### src/verilog/user_pkg.sv
// Shared bus types, register offsets and address map of the user domain.
// Imported by every module of the subsystem.
`default_nettype none

package user_pkg;

  // ------------------------------
  // Address map
  // ------------------------------

  // Region field is addr[15:12]
  localparam int unsigned RegionLsb = 12;
  // Region of the interrupt controller, timers follow from region 1
  localparam int unsigned RegionIrq = 0;
  // Upper bound for the number of timers
  localparam int unsigned MaxTimers = 15;
  // Error, irq and all timers
  localparam int unsigned NumTargetsMax = MaxTimers + 2;
  localparam int unsigned TgtIdxW = $clog2(NumTargetsMax);

  // Pattern returned by the error subordinate
  localparam logic [31:0] ErrRspData = 32'hBADCAB1E;

  // ------------------------------
  // Bus structs
  // ------------------------------

  typedef struct packed {
    logic        req;
    logic        we;
    logic [3:0]  be;
    logic [31:0] addr;
    logic [31:0] wdata;
    logic [3:0]  aid;
  } obi_req_t;

  typedef struct packed {
    logic        gnt;
    logic        rvalid;
    logic        err;
    logic [31:0] rdata;
    logic [3:0]  rid;
  } obi_rsp_t;

  // ------------------------------
  // Decode targets and registers
  // ------------------------------

  // Demux port order, timers start at TargetTimer
  typedef enum logic [TgtIdxW-1:0] {
    TargetErr   = TgtIdxW'(0),
    TargetIrq   = TgtIdxW'(1),
    TargetTimer = TgtIdxW'(2)
  } target_e;

  // Timer word offsets, addr[3:2]
  typedef enum logic [1:0] {
    TimerCtrl    = 2'd0,
    TimerCount   = 2'd1,
    TimerCompare = 2'd2
  } timer_reg_e;

  // Irq controller word offsets, addr[3:2]
  typedef enum logic [1:0] {
    IrqPending = 2'd0,
    IrqMask    = 2'd1
  } irq_reg_e;

  // Expand byte enables into a bit mask
  function automatic logic [31:0] be_to_mask(input logic [3:0] be);
    logic [31:0] mask;
    for (int i = 0; i < 4; i++) begin
      mask[8*i +: 8] = {8{be[i]}};
    end
    return mask;
  endfunction

  // Write only the enabled bytes of a register
  function automatic logic [31:0] merge_be(input logic [31:0] old_val,
                                           input logic [31:0] wdata,
                                           input logic [3:0]  be);
    logic [31:0] mask;
    mask = be_to_mask(be);
    return (old_val & ~mask) | (wdata & mask);
  endfunction

endpackage

`default_nettype wire

### src/verilog/user_obi_demux.sv
// Routes OBI requests to one subordinate by address region.
// Responses come back in order, one cycle after their grant.
`timescale 1ns/1ns
`default_nettype none

module user_obi_demux #(
  parameter int unsigned NumTimers = 4
) (
  input  logic                                clk_i,
  input  logic                                rst_n_i,
  input  user_pkg::obi_req_t                  sbr_req_i,
  output user_pkg::obi_rsp_t                  sbr_rsp_o,
  output user_pkg::obi_req_t [NumTimers+1:0]  mgr_req_o,
  input  user_pkg::obi_rsp_t [NumTimers+1:0]  mgr_rsp_i
);
  import user_pkg::*;

  localparam int unsigned NumTgt = NumTimers + 2;

  // Decoded region and selected target
  logic [3:0]         region;
  logic [TgtIdxW-1:0] sel_idx;
  logic               sel_gnt;

  // Target of the request in its response cycle
  logic [TgtIdxW-1:0] rsp_idx_q;
  logic               rsp_pend_q;
  obi_rsp_t           rsp_sel;

  // ------------------------------
  // Address decode
  // ------------------------------

  assign region = sbr_req_i.addr[RegionLsb +: 4];

  always_comb begin
    // Anything outside the map goes to the error subordinate
    sel_idx = TargetErr;
    if (region == 4'(RegionIrq)) begin
      sel_idx = TargetIrq;
    end else if (region != 4'd0 && 32'(region) <= NumTimers) begin
      // Region r maps to timer r-1
      sel_idx = TgtIdxW'(TargetTimer) + TgtIdxW'(region) - TgtIdxW'(1);
    end
  end

  // ------------------------------
  // Request fan-out
  // ------------------------------

  always_comb begin
    sel_gnt = 1'b0;
    for (int i = 0; i < NumTgt; i++) begin
      mgr_req_o[i] = sbr_req_i;
      // Only the decoded target sees req
      mgr_req_o[i].req = sbr_req_i.req && (sel_idx == TgtIdxW'(i));
      if (sel_idx == TgtIdxW'(i)) begin
        sel_gnt = mgr_rsp_i[i].gnt;
      end
    end
  end

  // ------------------------------
  // Response return
  // ------------------------------

  // Remember where the granted request went
  always_ff @(posedge clk_i or negedge rst_n_i) begin
    if (!rst_n_i) begin
      rsp_idx_q  <= '0;
      rsp_pend_q <= 1'b0;
    end else begin
      rsp_pend_q <= sbr_req_i.req & sel_gnt;
      if (sbr_req_i.req && sel_gnt) begin
        rsp_idx_q <= sel_idx;
      end
    end
  end

  // Response mux driven by the recorded index
  always_comb begin
    rsp_sel = '0;
    for (int i = 0; i < NumTgt; i++) begin
      if (rsp_idx_q == TgtIdxW'(i)) begin
        rsp_sel = mgr_rsp_i[i];
      end
    end
  end

  always_comb begin
    sbr_rsp_o.gnt    = sbr_req_i.req & sel_gnt;
    // Ignore stray rvalid with nothing outstanding
    sbr_rsp_o.rvalid = rsp_pend_q & rsp_sel.rvalid;
    sbr_rsp_o.err    = rsp_sel.err;
    sbr_rsp_o.rdata  = rsp_sel.rdata;
    sbr_rsp_o.rid    = rsp_sel.rid;
  end

endmodule

`default_nettype wire

### src/verilog/user_err_sbr.sv
// Subordinate for unmapped regions, answers every access with an error.
`timescale 1ns/1ns
`default_nettype none

module user_err_sbr (
  input  logic               clk_i,
  input  logic               rst_n_i,
  input  user_pkg::obi_req_t req_i,
  output user_pkg::obi_rsp_t rsp_o
);
  import user_pkg::*;

  logic       rvalid_q;
  logic [3:0] rid_q;

  // ------------------------------
  // Response state
  // ------------------------------

  always_ff @(posedge clk_i or negedge rst_n_i) begin
    if (!rst_n_i) begin
      rvalid_q <= 1'b0;
    end else begin
      // Always granted, so every req gets a response
      rvalid_q <= req_i.req;
    end
  end

  // Transaction id of the pending response
  always_ff @(posedge clk_i) begin
    if (req_i.req) begin
      rid_q <= req_i.aid;
    end
  end

  // Grant at once, answer with the fixed pattern
  assign rsp_o = '{
    gnt:    req_i.req,
    rvalid: rvalid_q,
    err:    rvalid_q,
    rdata:  rvalid_q ? ErrRspData : 32'd0,
    rid:    rid_q
  };

endmodule

`default_nettype wire

### src/verilog/user_timer.sv
// Compare timer on the OBI bus, counts clk_i cycles and pulses an event
// on a compare match. Registers: control, count and compare value.
`timescale 1ns/1ns
`default_nettype none

module user_timer (
  input  logic               clk_i,
  input  logic               rst_n_i,
  input  user_pkg::obi_req_t req_i,
  output user_pkg::obi_rsp_t rsp_o,
  output logic               event_o
);
  import user_pkg::*;

  // Timer state
  logic        enable_q;
  logic [31:0] count_q;
  logic [31:0] count_d;
  logic [31:0] compare_q;
  logic        match;

  // Register access
  timer_reg_e  reg_sel;
  logic        wr_en;
  logic        wr_ctrl;
  logic        wr_count;
  logic        wr_compare;
  logic [31:0] rdata_d;

  // Response
  logic        rvalid_q;
  logic [3:0]  rid_q;
  logic [31:0] rdata_q;

  // ------------------------------
  // Decode
  // ------------------------------

  assign reg_sel    = timer_reg_e'(req_i.addr[3:2]);
  assign wr_en      = req_i.req & req_i.we;
  assign wr_ctrl    = wr_en & (reg_sel == TimerCtrl);
  assign wr_count   = wr_en & (reg_sel == TimerCount);
  assign wr_compare = wr_en & (reg_sel == TimerCompare);

  // ------------------------------
  // Counter
  // ------------------------------

  // Match only counts while running
  assign match   = enable_q & (count_q == compare_q);
  assign event_o = match;

  always_comb begin
    count_d = count_q;
    // Bus write beats counting
    if (wr_count) begin
      count_d = merge_be(count_q, req_i.wdata, req_i.be);
    end else if (enable_q) begin
      count_d = match ? 32'd0 : count_q + 32'd1;
    end
  end

  always_ff @(posedge clk_i or negedge rst_n_i) begin
    if (!rst_n_i) begin
      enable_q  <= 1'b0;
      count_q   <= '0;
      compare_q <= '0;
      rvalid_q  <= 1'b0;
    end else begin
      count_q  <= count_d;
      rvalid_q <= req_i.req;
      // Enable lives in byte 0
      if (wr_ctrl && req_i.be[0]) begin
        enable_q <= req_i.wdata[0];
      end
      if (wr_compare) begin
        compare_q <= merge_be(compare_q, req_i.wdata, req_i.be);
      end
    end
  end

  // ------------------------------
  // Read path
  // ------------------------------

  // Value before the write edge
  always_comb begin
    case (reg_sel)
      TimerCtrl:    rdata_d = {31'd0, enable_q};
      TimerCount:   rdata_d = count_q;
      TimerCompare: rdata_d = compare_q;
      default:      rdata_d = 32'd0;
    endcase
  end

  always_ff @(posedge clk_i) begin
    if (req_i.req) begin
      rid_q   <= req_i.aid;
      rdata_q <= rdata_d;
    end
  end

  assign rsp_o = '{
    gnt:    req_i.req,
    rvalid: rvalid_q,
    err:    1'b0,
    rdata:  rdata_q,
    rid:    rid_q
  };

endmodule

`default_nettype wire

### src/verilog/user_irq_ctrl.sv
// Interrupt controller for the timers: sticky pending bits and a mask.
// Pending is cleared by writing 1, irq_o is pending AND mask.
`timescale 1ns/1ns
`default_nettype none

module user_irq_ctrl #(
  parameter int unsigned NumTimers = 4
) (
  input  logic                 clk_i,
  input  logic                 rst_n_i,
  input  user_pkg::obi_req_t   req_i,
  output user_pkg::obi_rsp_t   rsp_o,
  input  logic [NumTimers-1:0] events_i,
  output logic [NumTimers-1:0] irq_o
);
  import user_pkg::*;

  irq_reg_e             reg_sel;
  logic                 wr_en;
  logic [31:0]          wmask;
  logic [NumTimers-1:0] pending_q;
  logic [NumTimers-1:0] pending_clr;
  logic [NumTimers-1:0] mask_q;
  logic [31:0]          mask_new;
  logic [31:0]          rdata_d;

  logic                 rvalid_q;
  logic [3:0]           rid_q;
  logic [31:0]          rdata_q;

  // ------------------------------
  // Register writes
  // ------------------------------

  assign reg_sel  = irq_reg_e'(req_i.addr[3:2]);
  assign wr_en    = req_i.req & req_i.we;
  assign wmask    = be_to_mask(req_i.be);
  assign mask_new = merge_be(32'(mask_q), req_i.wdata, req_i.be);

  // Write-1-to-clear on enabled bytes only
  assign pending_clr = (wr_en && reg_sel == IrqPending) ?
                       (req_i.wdata[NumTimers-1:0] & wmask[NumTimers-1:0]) : '0;

  always_ff @(posedge clk_i or negedge rst_n_i) begin
    if (!rst_n_i) begin
      pending_q <= '0;
      mask_q    <= '0;
      rvalid_q  <= 1'b0;
    end else begin
      // New events win over a clear
      pending_q <= (pending_q & ~pending_clr) | events_i;
      rvalid_q  <= req_i.req;
      if (wr_en && reg_sel == IrqMask) begin
        mask_q <= mask_new[NumTimers-1:0];
      end
    end
  end

  assign irq_o = pending_q & mask_q;

  // ------------------------------
  // Read path
  // ------------------------------

  always_comb begin
    case (reg_sel)
      IrqPending: rdata_d = 32'(pending_q);
      IrqMask:    rdata_d = 32'(mask_q);
      default:    rdata_d = 32'd0;
    endcase
  end

  always_ff @(posedge clk_i) begin
    if (req_i.req) begin
      rid_q   <= req_i.aid;
      rdata_q <= rdata_d;
    end
  end

  assign rsp_o = '{
    gnt:    req_i.req,
    rvalid: rvalid_q,
    err:    1'b0,
    rdata:  rdata_q,
    rid:    rid_q
  };

endmodule

`default_nettype wire

### src/verilog/user_domain.sv
// User domain top: OBI demux, error subordinate, irq controller and timers.
// The core connects through user_req_i / user_rsp_o.
`timescale 1ns/1ns
`default_nettype none

module user_domain #(
  parameter int unsigned NumTimers = 4
) (
  input  logic                 clk_i,
  input  logic                 rst_n_i,
  input  user_pkg::obi_req_t   user_req_i,
  output user_pkg::obi_rsp_t   user_rsp_o,
  output logic [NumTimers-1:0] interrupts_o
);
  import user_pkg::*;

  // One bus per target, ordered as target_e
  obi_req_t [NumTimers+1:0] tgt_req;
  obi_rsp_t [NumTimers+1:0] tgt_rsp;

  // Compare events, one per timer
  logic [NumTimers-1:0]     timer_events;

  // ------------------------------
  // Demux
  // ------------------------------

  user_obi_demux #(
    .NumTimers ( NumTimers )
  ) i_demux (
    .clk_i     ( clk_i      ),
    .rst_n_i   ( rst_n_i    ),
    .sbr_req_i ( user_req_i ),
    .sbr_rsp_o ( user_rsp_o ),
    .mgr_req_o ( tgt_req    ),
    .mgr_rsp_i ( tgt_rsp    )
  );

  // ------------------------------
  // Subordinates
  // ------------------------------

  // Unmapped regions
  user_err_sbr i_err_sbr (
    .clk_i   ( clk_i              ),
    .rst_n_i ( rst_n_i            ),
    .req_i   ( tgt_req[TargetErr] ),
    .rsp_o   ( tgt_rsp[TargetErr] )
  );

  user_irq_ctrl #(
    .NumTimers ( NumTimers )
  ) i_irq_ctrl (
    .clk_i    ( clk_i              ),
    .rst_n_i  ( rst_n_i            ),
    .req_i    ( tgt_req[TargetIrq] ),
    .rsp_o    ( tgt_rsp[TargetIrq] ),
    .events_i ( timer_events       ),
    .irq_o    ( interrupts_o       )
  );

  // Timer t sits on demux port TargetTimer + t
  for (genvar t = 0; t < NumTimers; t++) begin : gen_timer
    user_timer i_timer (
      .clk_i   ( clk_i                             ),
      .rst_n_i ( rst_n_i                           ),
      .req_i   ( tgt_req[int'(TargetTimer) + t]    ),
      .rsp_o   ( tgt_rsp[int'(TargetTimer) + t]    ),
      .event_o ( timer_events[t]                   )
    );
  end

endmodule

`default_nettype wire

### config.mk
export PLATFORM = sky130hd
export DESIGN_NAME = user_domain
export DESIGN_NICKNAME = d
export VERILOG_FILES = /design/src/verilog/user_pkg.sv /design/src/verilog/user_obi_demux.sv /design/src/verilog/user_err_sbr.sv /design/src/verilog/user_timer.sv /design/src/verilog/user_irq_ctrl.sv /design/src/verilog/user_domain.sv
export SDC_FILE = /design/constraint.sdc
export NUM_CORES = 1
export LEC_CHECK = 0
export ABC_AREA = 1
export BUFFER_PORTS_ARGS = -buffer_cell sky130_fd_sc_hd__buf_4
export CORE_MARGIN = 4
export CORE_UTILIZATION = 50
export CTS_BUF_LIST = sky130_fd_sc_hd__clkbuf_4
export CTS_CLUSTER_DIAMETER = 30
export DETAILED_ROUTE_END_ITERATION = 10
export PLACE_DENSITY = 0.67
export SETUP_SLACK_MARGIN = 0.02
export SYNTH_ARGS = -nofsm -noshare
export SYNTH_HDL_FRONTEND = slang
export SYNTH_HIERARCHICAL = 1
export SYNTH_SLANG_ARGS = --single-unit
### constraint.sdc
create_clock -name clk_i -period 8.46 [get_ports clk_i]
set_input_delay 0.846 -clock clk_i [delete_from_list [all_inputs] [get_ports clk_i]]
set_output_delay 0.846 -clock clk_i [all_outputs]
set_load 0.05 [all_outputs]
==> flow_metrics.py, run 1 <==
metrics = {
    "worst_setup_path": {
        "worstPathRequired_ns": 7.61,
        "cp-end-kind": "primary output",
        "arrival_ns": 3.34,
        "critPathKind": "in2out",
        "reg2regPathDepth": 10,
        "slowest_stage": "nor3_1",
        "cp_slowest_stage_delay_ns": 0.78,
        "cp-start-kind": "input pin",
        "r2r_slack_ns": 5.83,
        "crit_chain": "buf_4, inv_1, ha_1, nand3_4, nand2_4, clkinv_4, o21ai_4, inv_1, nor3_1, nand3_1, nand3_1, nand2_2, nand2_4, nand2_4, inv_4, buf_4",
        "crit_path_max_fanout": 6,
        "cp_common_cell": "nand2_4",
    },
    "timing": {
        "slew_violations": 0,
        "rsz0062_at_grt": "false",
        "hold_viol_final": 0,
        "tightest_slew_ns": 1.094,
        "fin_skew_ns": 0.05726,
        "setup_tns_ns": 0,
        "slew_headroom_pct": 26.98,
        "finalCritPeriodShare_pct": 49.47,
        "period_needed_ns": 4.185,
        "setup_viol": 0,
        "max_freq_mhz": 238.9,
    },
    "floorplan": {
        "initial_utilization_pct": 50.61,
        "dieArea_um2": 61070,
        "io_pins": 119,
        "dieHeight_um": 247.1,
        "core.rowCount": 87,
        "die_x_um": 247.1,
        "coreArea_um2": 56500,
    },
    "placed_design": {
        "hpwl_mm": 75.34,
        "placedInstanceArea_um2": 28080,
        "gp_congestion": 1.014,
        "port-buffer-count": 92,
    },
    "final_layout": {
        "syn_to_final_growth_pct": 4.718,
        "drive_gt1_share_pct": 13.81,
        "design_area_um2": 29940,
        "layout.nets": 3756,
        "utilization_pct": 53.00,
    },
    "worst_hold_path": {
        "hold_depth": 1,
        "hp-class": "in2reg",
        "min_to": "gen_timer[3].i_timer/rid_q[3]",
        "holdCritStartpoint": "user_req_i[3]",
    },
    "grt": {
        "grt_antenna_before_repair": 5,
        "grt-ovfl-total": 0,
        "grt_pass1_vias": 24030,
        "grtUsageTotal_pct": 34.14,
        "grt_max_degree": 133,
        "grt_pass1_wl_mm": 153.7,
    },
    "route": {
        "vias": 26030,
        "drt_iter0_markers": 3386,
        "detail_route.wl_per_cell_um": 23.11,
        "viasPerCell": 5.730,
        "drt_pass1_iterations": 6,
        "drc": 0,
        "drtAntennaViolNets": 0,
        "wl_mm": 105.0,
    },
    "synthesis": {
        "netlist_instances": 3756,
        "yosysWarnings": 6,
        "netlist_area_um2": 28590,
        "syn_area_per_cell_um2": 7.612,
    },
    "pwr": {
        "p_per_area_nw_per_um2": 291.4,
        "power_mw": 8.725,
        "leakage_nw": 14.09,
        "ir_worst_vdd_v": 0.0002617,
    },
    "clocking": {
        "htree_levels": 4,
        "cts.sinks": 436,
        "cts.reportedPaths.clkPinSlew_ns": 0.06,
        "cts_tree": "yes",
        "cts_made_buffers": 134,
        "cts_root_buf": "clkbuf_4",
        "cts.path.max_buffers": 3,
        "cts-resized-gates": 0,
        "cts_setup_buffers": 0,
        "cts_hold_buf": 2,
        "clk_latency_ns": 1.01,
    },
    "job": {
        "drv_cap": 0,
    },
    "status": {
        "status": "completed",
    },
}
==> routing by layer <==
layer  GRT usage, %  vias up  part of all wire, %
met5              0        -                0.010
met2          52.12     1505                   44
li1               -    12020                    -
met3          8.783      240                   12
met4          14.20        2                  4.2
met1          46.29    12260                   40
==> worst max-delay path by stage <==
stage	startpoint	end	slack (ns)	depth (start not counted)
after floorplan	user_req_i[48]	user_rsp_o[38]	2.43	18
after global placement	user_req_i[48]	flop	4.03	17
after detailed placement	user_req_i[48]	flop	3.93	17
after CTS	user_req_i[48]	user_rsp_o[38]	4.28	16
after global routing	user_req_i[48]	user_rsp_o[38]	4.09	16
final	user_req_i[48]	user_rsp_o[38]	4.27	16
==> power by group <==
part	switching, mW	leakage [nW]	internal (mW)
sequential	0.605	4.59	2.54
combinational	2.29	8.43	1.03
clock	1.00	1.07	1.25
total	3.90	14.1	4.82
==> cell usage in the layout, fill, tap and decap left out, types with 28 or more instances in the layout <==
| master | n |
|---|---|
| mux2_2 | 32 |
| nand2_1 | 848 |
| nor2_2 | 28 |
| nand3_1 | 187 |
| nand3b_1 | 48 |
| clkbuf_4 | 188 |
| o21ai_0 | 180 |
| xnor2_1 | 32 |
| conb_1 | 46 |
| nor2_1 | 397 |
| nor3_1 | 61 |
| inv_2 | 38 |
| o22ai_1 | 92 |
| edfxtp_1 | 156 |
| dfrtp_1 | 280 |
| nand4_1 | 82 |
| inv_1 | 387 |
| clkinv_1 | 32 |
| a21oi_1 | 286 |
| buf_4 | 108 |
| xor2_1 | 60 |
==> stage by stage <==
| stage | instances | worst slack [ns] | hold WS, ns |
|---|---|---|---|
| detailed placement | 4292 | 3.926 | 0.4936 |
| global route | 4540 | 4.087 | 0.05104 |
| floorplan | 3796 | 2.427 | 0.4625 |
| finish | 4542 | 4.275 | 0.08382 |
| global placement | 4292 | 4.026 | 0.4794 |
| CTS | 4536 | 4.284 | 0.01269 |
==> critical path, delay by kind of cell <==
family | cells | cell delay (ns)
AOI/OAI and AO/OA | 1 | 0.08
adders and majority gates | 1 | 0.22
buffers and inverters | 6 | 0.63
and+or+nand+nor | 8 | 1.54
==> layout make-up <==
type                            instances  area, µm²
Clock inverter                         54      415.4
Clock buffer                          188       1411
Timing Repair Buffer                  112      865.8
Tap cell                              756      945.9
Inverter                              426       1607
Antenna cell                            6      15.01
Fill cell                            5595      26560
Sequential cell                       436      11690
Multi-Input combinational cell       2564      12990
No activity file was read; power rests on OpenSTA's default activity.
==> run 2: changes to the inputs <==
- PLACE_DENSITY: 0.67 -> 0.69
- clock period: 8.46 -> 3.55 ns (I/O delays scaled with it)
==> run 2 against run 1 <==
  * The flow now finishes with violations (negative setup slack)
  * Sequential cell count is the same
  * First-iteration DRC count increased by 11%
  * Combinational power increased by 140%
  * Worst hold slack better by 0.037 ns
  * Register-to-register slack lost 4.9 ns
  * Via count grew 2.8%
  * Non-clock buffer count is 100 higher
  * Critical path depth down 8
  * Die area unchanged
  * Clock power up 130%
==> flow_metrics.py, run 2 (synthesized netlist as in run 1, its figures left out) <==
metrics = {
    "pwr": {
        "p_per_area_nw_per_um2": 672.9,
        "p_int_mw": 11.51,
        "ir_worst_vdd_v": 0.0005066,
        "p_switching_mw": 9.257,
        "power_switching_share_pct": 44.56,
        "p_comb_share_pct": 38.9,
        "clkPwrFrac_pct": 25.3,
        "leakage_nw": 14.51,
        "pwr-share-seq_pct": 35.8,
    },
    "final_layout": {
        "final_cell_mix": "848 x nand2_1, 396 x nor2_1, 384 x inv_1",
        "drive_gt1_share_pct": 14.78,
        "layout.nets": 3858,
        "multi_input_area_um2": 13010,
        "utilization_pct": 54.64,
        "layout_commonest_cell": "nand2_1",
        "syn_to_final_growth_pct": 7.960,
        "regArea_um2": 11690,
        "nFillCells": 5403,
    },
    "worst_hold_path": {
        "holdCritStartpoint": "user_req_i[2]",
        "min_to": "gen_timer[2].i_timer/rid_q[2]",
        "hold_depth": 2,
        "hp-class": "in2reg",
    },
    "grt": {
        "grt_pass1_wl_mm": 153.8,
        "grt-ovfl-total": 0,
        "grtUsageTotal_pct": 34.12,
        "grt_antenna_before_repair": 7,
        "grt_pass1_vias": 24660,
        "grt_max_degree": 82,
    },
    "timing": {
        "max_freq_mhz": 280.2,
        "tightest_slew_ns": 1.079,
        "finalCritPeriodShare_pct": 100.5,
        "rsz0062_at_grt": "true",
        "slew_headroom_pct": 27.82,
        "holdWs_ns": 0.1208,
        "setup_viol": 1,
        "slew_violations": 0,
        "hold_viol_final": 0,
        "fin_skew_ns": 0.04493,
        "period_needed_ns": 3.569,
        "setup_tns_ns": -0.01893,
        "fin_ws_ns": -0.01893,
    },
    "route": {
        "wl_mm": 105.8,
        "viasPerCell": 5.758,
        "vias": 26740,
        "drt_iter0_markers": 3758,
        "detail_route.wl_per_cell_um": 22.79,
        "drtAntennaViolNets": 0,
        "drt_pass1_iterations": 6,
        "drc": 0,
    },
    "clocking": {
        "cts.reportedPaths.clkPinSlew_ns": 0.07,
        "cts_setup_buffers": 0,
        "cts.sinks": 436,
        "cts_root_buf": "clkbuf_4",
        "htree_levels": 4,
        "cts_made_buffers": 136,
        "cts_tree": "yes",
        "cts.path.max_buffers": 3,
        "clk_latency_ns": 1.03,
    },
    "worst_setup_path": {
        "crit_path_max_fanout": 22,
        "cp-end-kind": "primary output",
        "cp-start-kind": "flop",
        "r2r_slack_ns": 0.90,
        "reg2regPathDepth": 8,
        "worstPathRequired_ns": 3.19,
        "arrival_ns": 3.21,
        "critPathKind": "reg2out",
    },
    "placed_design": {
        "port-buffer-count": 92,
        "hpwl_mm": 75.69,
        "gp_congestion": 1.037,
    },
    "floorplan": {
        "coreArea_um2": 56500,
        "dieHeight_um": 247.1,
        "initial_utilization_pct": 50.61,
        "dieArea_um2": 61070,
        "io_pins": 119,
        "core.rowCount": 87,
        "die_x_um": 247.1,
    },
    "job": {
        "drv_cap": 0,
    },
    "status": {
        "violations": "negative setup slack",
        "status": "complete, but fails checks",
    },
}
## run 2: repair_timing
item	CTS	global route
hold endpoints to repair	497	0
setup endpoints to repair	31	11
hold buffers	67	0
cloned	0	0
gates resized for setup	3	7
## run 2: routing by layer
metal,share of wire [%],global-route usage [%]
met1,39,46.01
met2,42,49.89
met3,13,10.54
met4,5.2,16.62
met5,0,0
## run 2: power by group through the flow
stage,Combinational (mW),Clock (mW),Sequential [mW]
after global placement,7.69,0,7.47
after global routing,8.70,5.64,7.53
after CTS,7.85,5.33,7.40
final,8.08,5.24,7.44
after detailed placement,7.76,0,7.48
after floorplan,5.78,0,6.96
## run 2: stage by stage
step	std cells	worst slack (ns)	total power, mW	instance area, µm²
finish	4644	-0.01893	20.77	30870
global route	4641	-0.03736	21.87	30860
CTS	4634	0.02494	20.58	30810
detailed placement	4327	0.4049	15.25	28360
global placement	4327	0.4492	15.16	28360
floorplan	3796	0.07102	12.74	28760
## run 2: how the worst max path moves through the flow
stage / from / to / slack [ns] / depth (start not counted)
final: i_demux/rsp_idx_q[3] / user_rsp_o[25] / -0.02 / 8
after global routing: i_demux/rsp_idx_q[3] / user_rsp_o[21] / -0.04 / 9
after CTS: i_demux/rsp_idx_q[3] / user_rsp_o[37] / 0.02 / 11
after detailed placement: user_req_i[48] / flop / 0.40 / 18
after global placement: user_req_i[48] / flop / 0.45 / 15
after floorplan: user_req_i[48] / flop / 0.07 / 16
## run 2: cell type report
cell class                      count  share of cell area (%)
Sequential cell                   436                   37.88
Antenna cell                       10                 0.08107
Clock buffer                      202                   4.913
Inverter                          426                   5.241
Timing Repair Buffer              212                   5.829
Clock inverter                     38                  0.8391
Multi-Input combinational cell   2564                   42.15
Tap cell                          756                   3.064
## run 2: critical path, stage by stage (launching register included)
cell	delay (ns)
dfrtp_1	0.37
inv_1	0.07
nand2_1	0.07
inv_1	0.06
nand3_2	0.11
clkinvlp_4	0.45
nand2_1	0.37
nand4_1	0.36
buf_4	0.32
